===== config.mk =====
export PLATFORM = sky130hd
export DESIGN_NAME = qpll_drp_top
export DESIGN_NICKNAME = d
export VERILOG_FILES = /design/src/source/qpll_drp_pkg.sv /design/src/source/drp_input_sync.sv /design/src/source/qpll_reg_table.sv /design/src/source/drp_sequencer.sv /design/src/source/qpll_drp_top.sv
export VERILOG_INCLUDE_DIRS = /design/src /design/src/include
export SDC_FILE = /design/constraint.sdc
export NUM_CORES = 1
export LEC_CHECK = 0
export ABC_AREA = 0
export BUFFER_PORTS_ARGS = -buffer_cell sky130_fd_sc_hd__buf_2
export CORE_ASPECT_RATIO = 0.6
export CORE_MARGIN = 5
export CORE_UTILIZATION = 48
export DETAILED_ROUTE_END_ITERATION = 7
export PLACE_DENSITY_LB_ADDON = 0.1
export SLEW_MARGIN = 30
export SYNTH_ARGS = -nofsm -noshare
export SYNTH_HDL_FRONTEND = slang
export SYNTH_SLANG_ARGS = --single-unit
export TNS_END_PERCENT = 10

===== constraint.sdc =====
create_clock -name drp_clk -period 1.9 [get_ports drp_clk]
set_input_delay 0.285 -clock drp_clk [delete_from_list [all_inputs] [get_ports drp_clk]]
set_output_delay 0.285 -clock drp_clk [all_outputs]
set_load 0.005 [all_outputs]

===== src/include/qpll_drp_params.svh =====
`ifndef QPLL_DRP_PARAMS_SVH
`define QPLL_DRP_PARAMS_SVH

// ------------------------------------------------------------------------
// QPLL DRP register addresses
// ------------------------------------------------------------------------
`define QPLL_ADDR_FBDIV           8'h36
`define QPLL_ADDR_CFG             8'h32
`define QPLL_ADDR_LPF             8'h31
`define QPLL_ADDR_CRSCODE         8'h88
`define QPLL_ADDR_COARSE_OVRD     8'h35
`define QPLL_ADDR_COARSE_OVRD_EN  8'h36
`define QPLL_ADDR_LOCK_CFG        8'h34

// ------------------------------------------------------------------------
// Keep masks, a zero bit is replaced by the write
// ------------------------------------------------------------------------
// Replaces [9:0]
`define QPLL_MASK_FBDIV           16'hFC00
// Replaces [6]
`define QPLL_MASK_CFG             16'hFFBF
// Replaces [14:11]
`define QPLL_MASK_LPF             16'h87FF
// Replaces [15:10]
`define QPLL_MASK_COARSE_OVRD     16'h03FF
// Replaces [11]
`define QPLL_MASK_COARSE_OVRD_EN  16'hF7FF
// Replaces [12:11]
`define QPLL_MASK_LOCK_CFG        16'hE7FF

// ------------------------------------------------------------------------
// Field values for a 100 MHz reference clock
// ------------------------------------------------------------------------
// Feedback divider, N = 100 for Gen1/2 and N = 80 for Gen3
`define QPLL_FBDIV_GEN12          16'h0170
`define QPLL_FBDIV_GEN3           16'h0120

// Band select in bit 6, lower band for Gen3
`define QPLL_CFG_GEN12            16'h0000
`define QPLL_CFG_GEN3             16'h0040

`define QPLL_LPF_GEN12            16'h2000
`define QPLL_LPF_GEN3             16'h6800

// Lock override
`define QPLL_OVRD_EN_NORM         16'h0000
`define QPLL_OVRD_EN_VALUE        16'h0800
`define QPLL_LOCK_CFG_NORM        16'h0000
`define QPLL_LOCK_CFG_OVRD        16'h0000

// ------------------------------------------------------------------------
// Sequencer limits
// ------------------------------------------------------------------------
// Last count of the LOAD wait, LOAD lasts four cycles
`define QPLL_LOAD_CNT_MAX         2'd3
`define QPLL_INDEX_LAST           3'd6
`define QPLL_INDEX_RATE_LAST      3'd2

`endif


===== src/source/qpll_drp_pkg.sv =====
package qpll_drp_pkg;

    // ------------------------------------------------------------------------
    // Sequencer state, one-hot in a single word
    // ------------------------------------------------------------------------
    typedef enum logic [8:0]
    {
        ST_IDLE      = 9'b0_0000_0001,
        ST_LOAD      = 9'b0_0000_0010,
        ST_READ      = 9'b0_0000_0100,
        ST_RRDY      = 9'b0_0000_1000,
        ST_WRITE     = 9'b0_0001_0000,
        ST_WRDY      = 9'b0_0010_0000,
        ST_DONE      = 9'b0_0100_0000,
        ST_QPLLRESET = 9'b0_1000_0000,
        ST_QPLLLOCK  = 9'b1_0000_0000
    } drp_state_t;

    // ------------------------------------------------------------------------
    // Register sequence and DRP words
    // ------------------------------------------------------------------------
    // Position in the register sequence, 0 to 6
    typedef logic [2:0] reg_index_t;

    typedef logic [7:0] drp_addr_t;

    typedef logic [15:0] drp_data_t;

    // Coarse frequency code, read back from bits [6:1] of 0x88
    typedef logic [5:0] crscode_t;

endpackage


===== src/source/drp_input_sync.sv =====
`timescale 1ns/100ps

module drp_input_sync
    import qpll_drp_pkg::*;
(
    input  logic      drp_clk,
    input  logic      drp_rst_n,
    input  logic      drp_ovrd,
    input  logic      drp_gen3,
    input  logic      drp_qplllock,
    input  logic      drp_start,
    input  logic      drp_rdy,
    input  drp_data_t drp_do,
    output logic      ovrd_s,
    output logic      gen3_s,
    output logic      lock_s,
    output logic      start_s,
    output logic      rdy_s,
    output drp_data_t do_s,
    output logic      rate_change
);

    // First stage
    (* ASYNC_REG = "TRUE" *) logic      ovrd_r1;
    (* ASYNC_REG = "TRUE" *) logic      gen3_r1;
    (* ASYNC_REG = "TRUE" *) logic      lock_r1;
    (* ASYNC_REG = "TRUE" *) logic      start_r1;
    (* ASYNC_REG = "TRUE" *) logic      rdy_r1;
    (* ASYNC_REG = "TRUE" *) drp_data_t do_r1;

    // Second stage
    (* ASYNC_REG = "TRUE" *) logic      ovrd_r2;
    (* ASYNC_REG = "TRUE" *) logic      gen3_r2;
    (* ASYNC_REG = "TRUE" *) logic      lock_r2;
    (* ASYNC_REG = "TRUE" *) logic      start_r2;
    (* ASYNC_REG = "TRUE" *) logic      rdy_r2;
    (* ASYNC_REG = "TRUE" *) drp_data_t do_r2;

    // ------------------------------------------------------------------------
    // Control inputs
    // ------------------------------------------------------------------------
    always_ff @(posedge drp_clk)
    begin
        if (!drp_rst_n)
        begin
            {ovrd_r1, gen3_r1, lock_r1, start_r1, rdy_r1} <= '0;
            {ovrd_r2, gen3_r2, lock_r2, start_r2, rdy_r2} <= '0;
        end
        else
        begin
            {ovrd_r1, gen3_r1, lock_r1, start_r1, rdy_r1} <=
                {drp_ovrd, drp_gen3, drp_qplllock, drp_start, drp_rdy};
            {ovrd_r2, gen3_r2, lock_r2, start_r2, rdy_r2} <=
                {ovrd_r1, gen3_r1, lock_r1, start_r1, rdy_r1};
        end
    end

    // Read data, stable before ready reaches the sequencer
    always_ff @(posedge drp_clk)
    begin
        do_r1 <= drp_do;
        do_r2 <= do_r1;
    end

    assign ovrd_s  = ovrd_r2;
    assign gen3_s  = gen3_r2;
    assign lock_s  = lock_r2;
    assign start_s = start_r2;
    assign rdy_s   = rdy_r2;
    assign do_s    = do_r2;

    // Gen3 level about to change on gen3_s
    assign rate_change = gen3_r1 ^ gen3_r2;

    // The rate input is a level, so an edge shows up for a single cycle
    a_rate_change_pulse: assert property (@(posedge drp_clk) disable iff (!drp_rst_n)
        rate_change |=> !rate_change);

endmodule


===== src/source/qpll_reg_table.sv =====
`timescale 1ns/100ps
`include "qpll_drp_params.svh"

module qpll_reg_table
    import qpll_drp_pkg::*;
(
    input  logic       drp_clk,
    input  logic       drp_rst_n,
    input  reg_index_t index,
    input  logic       mode,
    input  logic       gen3_s,
    input  logic       ovrd_s,
    input  drp_data_t  do_s,
    output drp_addr_t  drp_addr,
    output drp_data_t  drp_di,
    output crscode_t   drp_crscode
);

    drp_data_t fbdiv_val;
    drp_data_t cfg_val;
    drp_data_t lpf_val;
    drp_data_t ovrd_en_val;
    crscode_t  crscode_dec;
    drp_addr_t addr_nxt;
    drp_data_t di_nxt;

    // ------------------------------------------------------------------------
    // Field values
    // ------------------------------------------------------------------------
    // Full sequence always loads the Gen1/2 divider
    assign fbdiv_val = (mode && gen3_s) ? `QPLL_FBDIV_GEN3 : `QPLL_FBDIV_GEN12;
    assign cfg_val   = gen3_s ? `QPLL_CFG_GEN3 : `QPLL_CFG_GEN12;
    assign lpf_val   = gen3_s ? `QPLL_LPF_GEN3 : `QPLL_LPF_GEN12;

    assign ovrd_en_val = ovrd_s ? `QPLL_OVRD_EN_VALUE : `QPLL_OVRD_EN_NORM;

    // Override value sits one step below the read-back code
    assign crscode_dec = drp_crscode - 6'd1;

    // ------------------------------------------------------------------------
    // Address and merged write data per index
    // ------------------------------------------------------------------------
    always_comb
    begin
        case (index)
            3'd0:
            begin
                addr_nxt = `QPLL_ADDR_FBDIV;
                di_nxt   = (do_s & `QPLL_MASK_FBDIV) | fbdiv_val;
            end
            3'd1:
            begin
                addr_nxt = `QPLL_ADDR_CFG;
                di_nxt   = (do_s & `QPLL_MASK_CFG) | cfg_val;
            end
            3'd2:
            begin
                addr_nxt = `QPLL_ADDR_LPF;
                di_nxt   = (do_s & `QPLL_MASK_LPF) | lpf_val;
            end
            3'd3:
            begin
                // Readback only and written back as read
                addr_nxt = `QPLL_ADDR_CRSCODE;
                di_nxt   = do_s;
            end
            3'd4:
            begin
                addr_nxt = `QPLL_ADDR_COARSE_OVRD;
                di_nxt   = (do_s & `QPLL_MASK_COARSE_OVRD) | {crscode_dec, 10'd0};
            end
            3'd5:
            begin
                addr_nxt = `QPLL_ADDR_COARSE_OVRD_EN;
                di_nxt   = (do_s & `QPLL_MASK_COARSE_OVRD_EN) | ovrd_en_val;
            end
            3'd6:
            begin
                addr_nxt = `QPLL_ADDR_LOCK_CFG;
                di_nxt   = (do_s & `QPLL_MASK_LOCK_CFG) | `QPLL_LOCK_CFG_NORM;
            end
            default:
            begin
                addr_nxt = '0;
                di_nxt   = '0;
            end
        endcase
    end

    always_ff @(posedge drp_clk)
    begin
        if (!drp_rst_n)
        begin
            drp_addr    <= '0;
            drp_crscode <= '0;
        end
        else
        begin
            drp_addr <= addr_nxt;
            // Track the 0x88 readback while on index 3
            if ((index == 3'd3) && ovrd_s)
            begin
                drp_crscode <= do_s[6:1];
            end
        end
    end

    always_ff @(posedge drp_clk)
    begin
        drp_di <= di_nxt;
    end

    a_index_range: assert property (@(posedge drp_clk) disable iff (!drp_rst_n)
        index <= `QPLL_INDEX_LAST);

endmodule


===== src/source/drp_sequencer.sv =====
`timescale 1ns/100ps
`include "qpll_drp_params.svh"

module drp_sequencer
    import qpll_drp_pkg::*;
(
    input  logic       drp_clk,
    input  logic       drp_rst_n,
    input  logic       start_s,
    input  logic       rate_change,
    input  logic       rdy_s,
    input  logic       lock_s,
    output reg_index_t index,
    output logic       mode,
    output logic       drp_en,
    output logic       drp_we,
    output logic       drp_done,
    output logic       drp_qpllreset
);

    drp_state_t state;
    logic [1:0] load_cnt;
    logic       last_index;

    // Rate change stops after the loop filter
    assign last_index = mode ? (index == `QPLL_INDEX_RATE_LAST)
                             : (index == `QPLL_INDEX_LAST);

    // ------------------------------------------------------------------------
    // Load wait
    // ------------------------------------------------------------------------
    // Covers the table register and the read data synchronizer
    always_ff @(posedge drp_clk)
    begin
        if (!drp_rst_n)
        begin
            load_cnt <= 2'd0;
        end
        else if ((state == ST_LOAD) && (load_cnt != `QPLL_LOAD_CNT_MAX))
        begin
            load_cnt <= load_cnt + 2'd1;
        end
        else
        begin
            load_cnt <= 2'd0;
        end
    end

    // ------------------------------------------------------------------------
    // Read-modify-write FSM
    // ------------------------------------------------------------------------
    always_ff @(posedge drp_clk)
    begin
        if (!drp_rst_n)
        begin
            state    <= ST_IDLE;
            index    <= '0;
            mode     <= 1'b0;
            drp_done <= 1'b0;
        end
        else
        begin
            drp_done <= 1'b0;
            case (state)
                ST_IDLE:
                begin
                    index <= '0;
                    // Start wins over a rate change
                    if (start_s)
                    begin
                        state <= ST_LOAD;
                        mode  <= 1'b0;
                    end
                    else if (rate_change)
                    begin
                        state <= ST_LOAD;
                        mode  <= 1'b1;
                    end
                    else
                    begin
                        mode     <= 1'b0;
                        drp_done <= 1'b1;
                    end
                end
                ST_LOAD:
                begin
                    if (load_cnt == `QPLL_LOAD_CNT_MAX)
                    begin
                        state <= ST_READ;
                    end
                end
                ST_READ:
                begin
                    state <= ST_RRDY;
                end
                ST_RRDY:
                begin
                    if (rdy_s)
                    begin
                        state <= ST_WRITE;
                    end
                end
                ST_WRITE:
                begin
                    state <= ST_WRDY;
                end
                ST_WRDY:
                begin
                    if (rdy_s)
                    begin
                        state <= ST_DONE;
                    end
                end
                ST_DONE:
                begin
                    if (last_index)
                    begin
                        state <= mode ? ST_QPLLRESET : ST_IDLE;
                        index <= '0;
                    end
                    else
                    begin
                        state <= ST_LOAD;
                        index <= index + 3'd1;
                    end
                end
                // Hold reset until the QPLL drops lock
                ST_QPLLRESET:
                begin
                    if (!lock_s)
                    begin
                        state <= ST_QPLLLOCK;
                    end
                end
                ST_QPLLLOCK:
                begin
                    if (lock_s)
                    begin
                        state <= ST_IDLE;
                    end
                end
                default:
                begin
                    state <= ST_IDLE;
                    index <= '0;
                    mode  <= 1'b0;
                end
            endcase
        end
    end

    assign drp_en        = (state == ST_READ) || (state == ST_WRITE);
    assign drp_we        = (state == ST_WRITE);
    assign drp_qpllreset = (state == ST_QPLLRESET);

    // The slave only answers an access in flight
    a_rdy_when_waiting: assert property (@(posedge drp_clk) disable iff (!drp_rst_n)
        rdy_s |-> ((state == ST_RRDY) || (state == ST_WRDY)));

    // A rate change pulse is lost unless the sequencer is idle
    a_rate_change_idle: assert property (@(posedge drp_clk) disable iff (!drp_rst_n)
        rate_change |-> (state == ST_IDLE));

endmodule


===== src/source/qpll_drp_top.sv =====
`timescale 1ns/100ps

module qpll_drp_top
(
    input  logic        drp_clk,
    input  logic        drp_rst_n,
    input  logic        drp_ovrd,
    input  logic        drp_gen3,
    input  logic        drp_qplllock,
    input  logic        drp_start,
    input  logic [15:0] drp_do,
    input  logic        drp_rdy,
    output logic [7:0]  drp_addr,
    output logic        drp_en,
    output logic [15:0] drp_di,
    output logic        drp_we,
    output logic        drp_done,
    output logic        drp_qpllreset,
    output logic [5:0]  drp_crscode
);

    // Synchronized inputs
    logic        ovrd_s;
    logic        gen3_s;
    logic        lock_s;
    logic        start_s;
    logic        rdy_s;
    logic [15:0] do_s;
    logic        rate_change;

    // Sequencer to table
    logic [2:0]  index;
    logic        mode;

    drp_input_sync i_drp_input_sync
    (
        .drp_clk      (drp_clk),
        .drp_rst_n    (drp_rst_n),
        .drp_ovrd     (drp_ovrd),
        .drp_gen3     (drp_gen3),
        .drp_qplllock (drp_qplllock),
        .drp_start    (drp_start),
        .drp_rdy      (drp_rdy),
        .drp_do       (drp_do),
        .ovrd_s       (ovrd_s),
        .gen3_s       (gen3_s),
        .lock_s       (lock_s),
        .start_s      (start_s),
        .rdy_s        (rdy_s),
        .do_s         (do_s),
        .rate_change  (rate_change)
    );

    drp_sequencer i_drp_sequencer
    (
        .drp_clk       (drp_clk),
        .drp_rst_n     (drp_rst_n),
        .start_s       (start_s),
        .rate_change   (rate_change),
        .rdy_s         (rdy_s),
        .lock_s        (lock_s),
        .index         (index),
        .mode          (mode),
        .drp_en        (drp_en),
        .drp_we        (drp_we),
        .drp_done      (drp_done),
        .drp_qpllreset (drp_qpllreset)
    );

    qpll_reg_table i_qpll_reg_table
    (
        .drp_clk     (drp_clk),
        .drp_rst_n   (drp_rst_n),
        .index       (index),
        .mode        (mode),
        .gen3_s      (gen3_s),
        .ovrd_s      (ovrd_s),
        .do_s        (do_s),
        .drp_addr    (drp_addr),
        .drp_di      (drp_di),
        .drp_crscode (drp_crscode)
    );

endmodule


==> results of run 1 <==
## worst reg2reg max path, delay by kind of cell (launching register included)
kind          cells  cell delay (ns)
simple gates      3             1.05
flops             1             0.33
buf+inv           3             0.47
## layer usage
layer | global-route usage, % | vias up | routed length (microns)
li1 | - | 1158 | -
met1 | 26.3 | 1072 | 3400
met2 | 20.8 | 86 | 2750
met3 | 7.62 | 7 | 561
met4 | 5.19 | 0 | 49
met5 | 0 | - | 0
## path summary, 6_finish.rpt
| path | from | endpoint | slack (ns) | depth (start not counted) |
|---|---|---|---|---|
| setup / recovery | i_drp_sequencer.state[2] | drp_qpllreset | -0.06 | 4 |
| hold / removal | drp_do[3] | i_drp_input_sync.do_r1[3] | 0.03 | 1 |
| setup reg to reg | i_drp_sequencer.state[2] | i_drp_sequencer.drp_done | -0.06 | 6 |
| hold reg to reg | i_drp_input_sync.do_r1[14] | i_drp_input_sync.do_s[14] | 0.33 | 0 |
## per-stage QoR
step           cells  setup slack, ns  hold slack, ns  instance area (sq um)  setup TNS [ns]
2_1_floorplan    280          0.00599           0.310                   2930               0
3_3_place_gp     432          -0.0117           0.310                   3440         -0.0117
3_5_place_dp     432          0.00215           0.312                   3440               0
4_1_cts          449          -0.0794         0.00312                   3660          -0.356
5_1_grt          463           -0.110        0.000485                   3870          -0.809
6_report         463          -0.0603          0.0325                   3870          -0.234
## report_power, final
group | switching [mW] | internal (mW)
Sequential | 0.0836 | 1.88
Clock | 0.652 | 0.497
Combinational | 0.299 | 0.366
## placed cells by master (no fill, tap or decap), drive strengths merged, types with 5 or more instances in the layout
cell type and n:
a21oi 16, inv 11, dlygate4sd3 8, nor2b 6
dfxtp 85, clkbuf 9, buf 90, nor3 9
ha 7, nand2 25, nor2 16, o21ai 13
nand4b 5, nor4 5, clkinv 6, and2 11
nand3 8
## Yosys cell counts, types with 5 or more instances
library cell                n
sky130_fd_sc_hd__a21oi_1   16
sky130_fd_sc_hd__nand2_1   25
sky130_fd_sc_hd__nor2_1    16
sky130_fd_sc_hd__inv_1      8
sky130_fd_sc_hd__nand3_1    8
sky130_fd_sc_hd__buf_4      5
sky130_fd_sc_hd__nor2b_1    6
sky130_fd_sc_hd__ha_1       7
sky130_fd_sc_hd__nor3_1     8
sky130_fd_sc_hd__nand4b_1   5
sky130_fd_sc_hd__dfxtp_1   85
sky130_fd_sc_hd__and2_1    11
sky130_fd_sc_hd__clkbuf_1   8
sky130_fd_sc_hd__o21ai_0   13
## final cells by class
| cell class | instances | share of cell area (%) |
|---|---|---|
| sequential | 85 | 44.2 |
| multi-input combinational | 170 | 31.1 |
| timing repair buffer | 98 | 16.3 |
| clock buffer | 9 | 3.20 |
| tap | 84 | 2.71 |
| clock inverter | 7 | 1.52 |
| inverter | 10 | 0.969 |
## timing repair
action | in CTS | in global routing
gates resized for setup | 6 | 21
setup endpoints to repair | 5 | 20
pin swaps | 1 | 13
hold endpoints to repair | 0 | 8
setup buffers | 1 | 6
hold buffers | 0 | 8
## sequential cells by signal (all words and copies together) (netlist names)
register and flops:
i_drp_input_sync.gen3_s 1, i_qpll_reg_table.drp_di 16, i_drp_input_sync.rdy_r1 1, i_drp_input_sync.ovrd_s 1, i_drp_sequencer.drp_done 1, i_drp_input_sync.lock_s 1, i_drp_sequencer.state 9, i_drp_input_sync.start_r1 1
i_drp_input_sync.do_s 16, i_drp_input_sync.gen3_r1 1, i_drp_input_sync.rdy_s 1, i_drp_input_sync.lock_r1 1, i_drp_input_sync.do_r1 16, i_qpll_reg_table.drp_crscode 6, i_drp_sequencer.mode 1, i_qpll_reg_table.drp_addr 5
i_drp_input_sync.ovrd_r1 1, i_drp_sequencer.index 3, i_drp_input_sync.start_s 1, i_drp_sequencer.load_cnt 2
## cell families (layout without fill, tap and decap cells)
group                      Yosys count  count (layout)  synth area share, %
and+or+nand+nor                    107             107                 21.2
DFF                                 85              85                 58.1
buffers and inverters               25             124                 4.14
adders and majority gates            7               7                 2.99
muxes                                1               1                0.342
xor gates and xnor gates             7               7                 2.09
AOI/OAI and AO/OA                   47              47                 11.0
other                                1               1                0.128
==> metrics.txt, run 1 <==
flip-flop and latch area 1710 sq um; Buffers on Ports 55; remaining antenna violation count after routing 0; total design power 3.77 mW; clock sink count 85; Horiz. Die Dim 111 microns; Gate Count Post-Synth 280; Critical Path AT 1.68 ns; Cell Area, Synth 2930 sq um; power density cells 973 nW/um^2; part of the Yosys area used for sequential elements 58.1%; overall routed net length 6.76 mm; top cell family by delay on the critical path simple AND/OR/NAND/NOR gates; gr ovfl total 0; area growth from synthesis to final layout 32.2%; DRC violations left 0; maximum fanout encountered on the critical timing path 2; level count of the clock H-tree 3; all-layer global routing usage 17.1%; Max Cap Violations 0; ant diodes 0; path type of the worst setup path reg2out; worst-case setup margin in the final layout -0.0603 ns; number of vias in the routed layout 2323; unrepaired setup endpoints after global routing yes; DIE AREA 7820 sq um; total area of multi-input combinational cells 1200 sq um; syn nets 310; Largest stage delay, worst path 0.57 ns; nets 404; root buffer cell sky130_fd_sc_hd__clkbuf_8; DRT Pass-1 Iters 4; number of flops mapped to enable cells by yosys 0; GP Congestion 0.873; initial standard-cell utilization of the core 48.6%; Buf/Inv on CP 1; number of rows in the core area 22; number of hold violations in the final report 0; half-perimeter wire length after detailed placement 4.78 mm; Top Ports 57; failing checks setup timing; first-pass GRT wire length 10.3 mm; buffer depth of the longest clock path 2; clk slew on worst S/H paths 0.09 ns; final worst-path cycle share 103%; Finished Core Util 64.3%; Worst Hold Class in2reg; CP required 1.62 ns; CP Cell Sequence or4_4 -> nor2_4 -> and3_4 -> buf_6; cell type contributing the most total cell area after synthesis sky130_fd_sc_hd__dfxtp_1; number of antenna violations at the first check in global routing 0; number of warnings issued by yosys 0; clock skew after layout 0.0111 ns; placeable core region 6030 sq um; status complete, but fails checks; share of post-route cells with drive strength above 1 35.4%; number of vias per cell after detailed routing 5.02; vias in the first global route 2010; maximum number of pins on one net before global-route repair 24; final-layout fill cell count 504; Main synth FF type sky130_fd_sc_hd__dfxtp_1; #FFs+latches synth 85; top cells by area, synth sky130_fd_sc_hd__dfxtp_1 58%, sky130_fd_sc_hd__nand2_1 3.2%, sky130_fd_sc_hd__ha_1 3.0%, sky130_fd_sc_hd__a21oi_1 2.7%, sky130_fd_sc_hd__and2_1 2.3%; final period demand of the worst path 1.96 ns; peak supply drop 817 uV; setup violators final 5; startpoint types flop; crit path max-delay cell type sky130_fd_sc_hd__or4_4; CP Capture Type output pin; drt initial violations 153; clock latency of the later-clocked register in the worst-skew pair 0.35 ns; share of synthesized registers carrying an async set or reset 0%; Num CTS Buffers 9; proportion of netlist area held by the largest area contributor 58.1%; max frequency 510 MHz; Die Ht 70.5 microns; detail-routed net length per standard cell 14.6 microns; average footprint of a synthesized cell 10.5 sq um; Max Slew Vio Count 0; count of cell types in the netlist 52; P_leak 1.73 nW; CTS tree yes
(Power assumes the default switching activity.)
==> run 2: changes to the inputs <==
--- a/config.mk
+++ b/config.mk
@@ -12,8 +12,10 @@
 export CORE_MARGIN = 5
 export CORE_UTILIZATION = 48
 export DETAILED_ROUTE_END_ITERATION = 7
+export MAX_ROUTING_LAYER = met4
 export PLACE_DENSITY_LB_ADDON = 0.1
-export SLEW_MARGIN = 30
+export SKIP_LAST_GASP = 1
+export SLEW_MARGIN = 20
 export SYNTH_ARGS = -nofsm -noshare
 export SYNTH_HDL_FRONTEND = slang
 export SYNTH_SLANG_ARGS = --single-unit
==> metrics.txt, run 2 (synthesized netlist as in run 1, its figures left out) <==
status complete, but fails checks; failing checks setup timing; gr ovfl total 0 (unchanged); leading cell type in the layout, fill and taps excluded sky130_fd_sc_hd__dfxtp_1; DRC violations left 0 (unchanged); max frequency 512 MHz (+0.38%); Buffers on Ports 55 (unchanged); setup violators final 6 (+1); total design power 3.90 mW (+3.5%); clock latency of the later-clocked register in the worst-skew pair 0.34 ns (about the same); P_leak 1.70 nW (-1.5%); DIE AREA 7820 sq um (unchanged); detail-routed net length per standard cell 15.1 microns (+3.2%); total internal power 2.86 mW (+4.5%); power density cells 1030 nW/um^2 (+5.8%); worst-case setup margin in the final layout -0.0528 ns (+0.00751 ns); DRT Pass-1 Iters 5 (+1); peak supply drop 722 uV (-12%); Horiz. Die Dim 111 microns (unchanged); ant diodes 0 (unchanged); clock network fraction of design power 34.0% (+3.5 points); final period demand of the worst path 1.95 ns (-0.00751 ns); level count of the clock H-tree 3 (unchanged); CP required 1.62 ns (about the same); number of hold violations in the final report 0 (unchanged); path type of the worst setup path reg2out; Max Slew Vio Count 0 (unchanged); part of the total power dissipated in sequential elements 50.0% (-1.9 points); maximum number of pins on one net before global-route repair 24 (unchanged); Top Ports 57 (unchanged); post-route cell area 3790 sq um (-2.2%); first-pass GRT wire length 11.3 mm (+8.9%); net switching fraction of the power 26.8% (-0.67 points); buffer depth of the longest clock path 2 (unchanged); drt initial violations 196 (+28%); area growth from synthesis to final layout 29.4%; overall routed net length 6.85 mm (+1.4%); proportion of power drawn by combinational gates 16.0% (-1.6 points); number of rows in the core area 22 (unchanged); setup TNS after final layout -0.165 ns (+0.0693 ns); commonest cells after routing, fill and taps aside 81 x sky130_fd_sc_hd__dfxtp_1, 55 x sky130_fd_sc_hd__buf_2, 35 x sky130_fd_sc_hd__buf_4; number of vias in the routed layout 2303 (-0.86%); share of post-route cells with drive strength above 1 35.0% (-0.32 points); Post-Place Cell Area 3440 sq um (unchanged); Worst Hold Class in2reg; switching power 1.04 mW (+0.95%); unrepaired setup endpoints after global routing yes; nets 396 (-2.0%); clock sink count 85 (unchanged); final-layout fill cell count 514 (+2.0%); number of vias per cell after detailed routing 5.06 (+0.88%); Critical Path AT 1.67 ns (about the same); crit path max-delay cell type sky130_fd_sc_hd__or4_4; Num CTS Buffers 9 (unchanged); CP Capture Type output pin; maximum fanout encountered on the critical timing path 4 (+2); initial standard-cell utilization of the core 48.6% (unchanged); half-perimeter wire length after detailed placement 5.04 mm (+5.3%); number of antenna violations at the first check in global routing 0 (unchanged); all-layer global routing usage 18.7% (+1.6 points); final worst-path cycle share 103% (-0.40 points); GP Congestion 0.911 (+4.4%); startpoint types flop; Max Cap Violations 0 (unchanged); root buffer cell sky130_fd_sc_hd__clkbuf_8; placeable core region 6030 sq um (unchanged); clk slew on worst S/H paths 0.09 ns (about the same); Setup WS pre-CTS -0.000657 ns (-0.00281 ns); vias in the first global route 2251 (+12%); clock skew after layout 0.0121 ns (+0.000964 ns); Largest stage delay, worst path 0.56 ns (about the same); CTS tree yes; CP Cell Sequence or4_4 -> nor2_4 -> and3_4 -> buf_2; Finished Core Util 62.9% (-1.4 points); remaining antenna violation count after routing 0 (unchanged); Die Ht 70.5 microns (unchanged)
## run 2: layout make-up
class | instances | area, sq um | area share [%]
Sequential cell | 85 | 1710 | 45.0
Multi-Input combinational cell | 170 | 1190 | 31.3
Timing Repair Buffer | 90 | 538 | 14.2
Clock buffer | 9 | 124 | 3.27
Tap cell | 84 | 105 | 2.77
Clock inverter | 7 | 92.6 | 2.44
Inverter | 10 | 37.5 | 0.990
## run 2: power groups by stage
| stage | Clock (mW) | Combinational [mW] | Sequential [mW] |
|---|---|---|---|
| floorplan | 0 | 0.334 | 1.95 |
| global placement | 0 | 0.485 | 1.97 |
| detailed placement | 0 | 0.492 | 1.97 |
| CTS | 1.36 | 0.528 | 1.94 |
| global route | 1.44 | 0.680 | 1.97 |
| finish | 1.33 | 0.626 | 1.95 |
## run 2: what timing repair did
item	CTS	global route
resized for setup	5	12
pin swaps	1	6
setup buffers	3	4
hold endpoints to repair	0	0
setup endpoints to repair	5	18
hold buffers	0	0
## run 2: worst max-delay path, delay by kind of cell (launching register included)
kind                   cells  cell delay (ns)
buffers and inverters      1             0.11
flip-flops                 1             0.35
AND/OR/NAND/NOR            3             0.86
## run 2: path summary, 6_finish.rpt
kind,startpoint,endpoint,slack (ns),cells past startpoint
worst max register to register,i_drp_sequencer.state[2],i_drp_sequencer.state[0],-0.05,5
worst min-delay path,drp_do[0],i_drp_input_sync.do_r1[0],0.03,1
worst min register to register,i_drp_input_sync.do_r1[13],i_drp_input_sync.do_s[13],0.33,0
worst max-delay path,i_drp_sequencer.state[2],drp_qpllreset,-0.05,4
## run 2: per-layer routing
layer,vias to the layer above,GRT usage (%),wire [microns]
met5,-,-,0
met1,1034,28.3,3460
met3,4,6.23,713
li1,1140,-,-
met2,125,23.6,2650
met4,0,3.69,29
## run 2: through the flow
step	cells	hold WS (ns)
after floorplan	280	0.310
after global placement	432	0.310
after CTS	451	0.0134
after global routing	455	0.00702
after detailed placement	432	0.312
final	455	0.0338
==> run 3: changes to the inputs <==
==> constraint.sdc (replaced) <==
create_clock -name drp_clk -period 1.6 [get_ports drp_clk]
set_input_delay 0.24 -clock drp_clk [delete_from_list [all_inputs] [get_ports drp_clk]]
set_output_delay 0.24 -clock drp_clk [all_outputs]
set_load 0.005 [all_outputs]
==> metrics.txt, run 3 (synthesized netlist as in run 1, its figures left out) <==
half-perimeter wire length after detailed placement 4.88 mm (-3.1%); first-pass GRT wire length 11.6 mm (+2.7%); remaining antenna violation count after routing 0 (unchanged); DRC violations left 0 (unchanged); DIE AREA 7820 sq um (unchanged); clock sink count 85 (unchanged); clk slew on worst S/H paths 0.10 ns (about the same); failing checks setup timing; Critical Path AT 2.20 ns (+0.53 ns); Horiz. Die Dim 111 microns (unchanged); vias in the first global route 2315 (+2.8%); drt initial violations 133 (-32%); share of post-route cells with drive strength above 1 37.1% (+2.1 points); Num CTS Buffers 9 (unchanged); CP Capture Type flop; maximum number of pins on one net before global-route repair 24 (unchanged); number of rows in the core area 22 (unchanged); nets 432 (+9.1%); Worst Hold Class in2reg; startpoint types flop; total area of multi-input combinational cells 1180 sq um (-0.74%); total design power 4.59 mW (+18%); overall routed net length 6.84 mm (-0.19%); max frequency 511 MHz; P_leak 1.86 nW (+9.5%); number of vias in the routed layout 2392 (+3.9%); peak supply drop 764 uV (+5.9%); maximum fanout encountered on the critical timing path 4 (unchanged); unrepaired setup endpoints after global routing yes; final period demand of the worst path 1.96 ns; power density cells 1120 nW/um^2 (+8.7%); area growth from synthesis to final layout 40.1%; Buffers on Ports 55 (unchanged); path type of the worst setup path reg2reg; Max Cap Violations 0 (unchanged); Max Slew Vio Count 0 (unchanged); Hold Path Cell Cnt 2 (+1); number of hold violations in the final report 0 (unchanged); leading cell type in the layout, fill and taps excluded sky130_fd_sc_hd__dfxtp_1; number of antenna violations at the first check in global routing 0 (unchanged); placeable core region 6030 sq um (unchanged); initial standard-cell utilization of the core 48.6% (unchanged); Die Ht 70.5 microns (unchanged); CTS tree yes; worst-case setup margin in the final layout -0.357 ns (-0.304 ns); DRT Pass-1 Iters 4 (-1); cell count of the worst reg-to-reg path 5 (unchanged); GP Congestion 0.894 (-1.9%); clock latency of the later-clocked register in the worst-skew pair 0.36 ns (+0.02 ns); status complete, but fails checks; final worst-path cycle share 122%; level count of the clock H-tree 3 (unchanged); clock skew after layout 0.00907 ns (-0.00302 ns); CP required 1.84 ns (+0.22 ns); post-route cell area 4100 sq um (+8.3%); Post-Place Cell Area 3610 sq um (+5.0%); detail-routed net length per standard cell 13.9 microns (-7.5%); setup violators final 28 (+22); root buffer cell sky130_fd_sc_hd__clkbuf_8; number of vias per cell after detailed routing 4.87 (-3.8%); all-layer global routing usage 19.2% (+0.53 points); gr ovfl total 0 (unchanged); buffer depth of the longest clock path 2 (unchanged); Top Ports 57 (unchanged); flip-flop and latch area 1710 sq um (about the same); commonest cells after routing, fill and taps aside 82 x sky130_fd_sc_hd__dfxtp_1, 54 x sky130_fd_sc_hd__buf_2, 53 x sky130_fd_sc_hd__buf_4; final-layout fill cell count 446 (-13%); Setup WS pre-CTS -0.305 ns (-0.304 ns); ant diodes 0 (unchanged)
run 3: report_power, final:
part	total, mW	switching, mW	internal [mW]
sequential	2.29	0.0724	2.22
clock	1.49	0.863	0.628
combinational	0.808	0.361	0.447
total	4.59	1.30	3.30
run 3: cell type report:
type | instances | share of cell area, %
tap | 84 | 2.56
timing repair buffer | 126 | 21.0
multi-input combinational | 170 | 28.7
clock buffer | 9 | 3.02
inverter | 10 | 0.915
sequential | 85 | 41.6
clock inverter | 7 | 2.23
run 3: critical path, stage by stage (launching register included):
cell,delay (ns)
sky130_fd_sc_hd__dfxtp_2,0.33
sky130_fd_sc_hd__or4_4,0.57
sky130_fd_sc_hd__buf_4,0.17
sky130_fd_sc_hd__o311ai_4,0.34
sky130_fd_sc_hd__o41ai_1,0.14
sky130_fd_sc_hd__a221o_1,0.29
run 3: repair_timing:
| action | CTS | global route |
|---|---|---|
| gates resized for setup | 7 | 7 |
| pin swaps | 6 | 1 |
| endpoints found under the hold margin | 16 | 0 |
| setup endpoints to repair | 27 | 35 |
| hold buffers | 16 | 0 |
| buffers inserted | 6 | 1 |
run 3: metal layers:
metal | vias up | global-route usage (%) | part of all wire, %
met3 | 9 | 5.54 | 9.0
li1 | 1213 | - | -
met4 | 0 | 5.60 | 1.5
met5 | - | - | 0
met1 | 1073 | 27.7 | 51
met2 | 97 | 25.9 | 38
run 3: final timing paths:
| kind | start | to | slack (ns) |
|---|---|---|---|
| hold reg to reg | i_drp_input_sync.do_r1[14] | i_drp_input_sync.do_s[14] | 0.33 |
| setup / recovery | i_drp_sequencer.state[3] | i_drp_sequencer.state[0] | -0.36 |
| setup reg to reg | i_drp_sequencer.state[3] | i_drp_sequencer.state[0] | -0.36 |
| hold / removal | drp_rdy | i_drp_input_sync.rdy_r1 | 0.08 |
run 3: through the flow:
stage	instances	TNS (ns)	util [%]	hold slack [ns]
after CTS	490	-5.21	67.5	0.0672
after global routing	491	-8.22	68.1	0.0660
final	491	-5.24	68.1	0.0839
after global placement	452	-3.38	59.9	0.311
after floorplan	280	-2.71	-	0.268
after detailed placement	452	-3.57	59.9	0.312
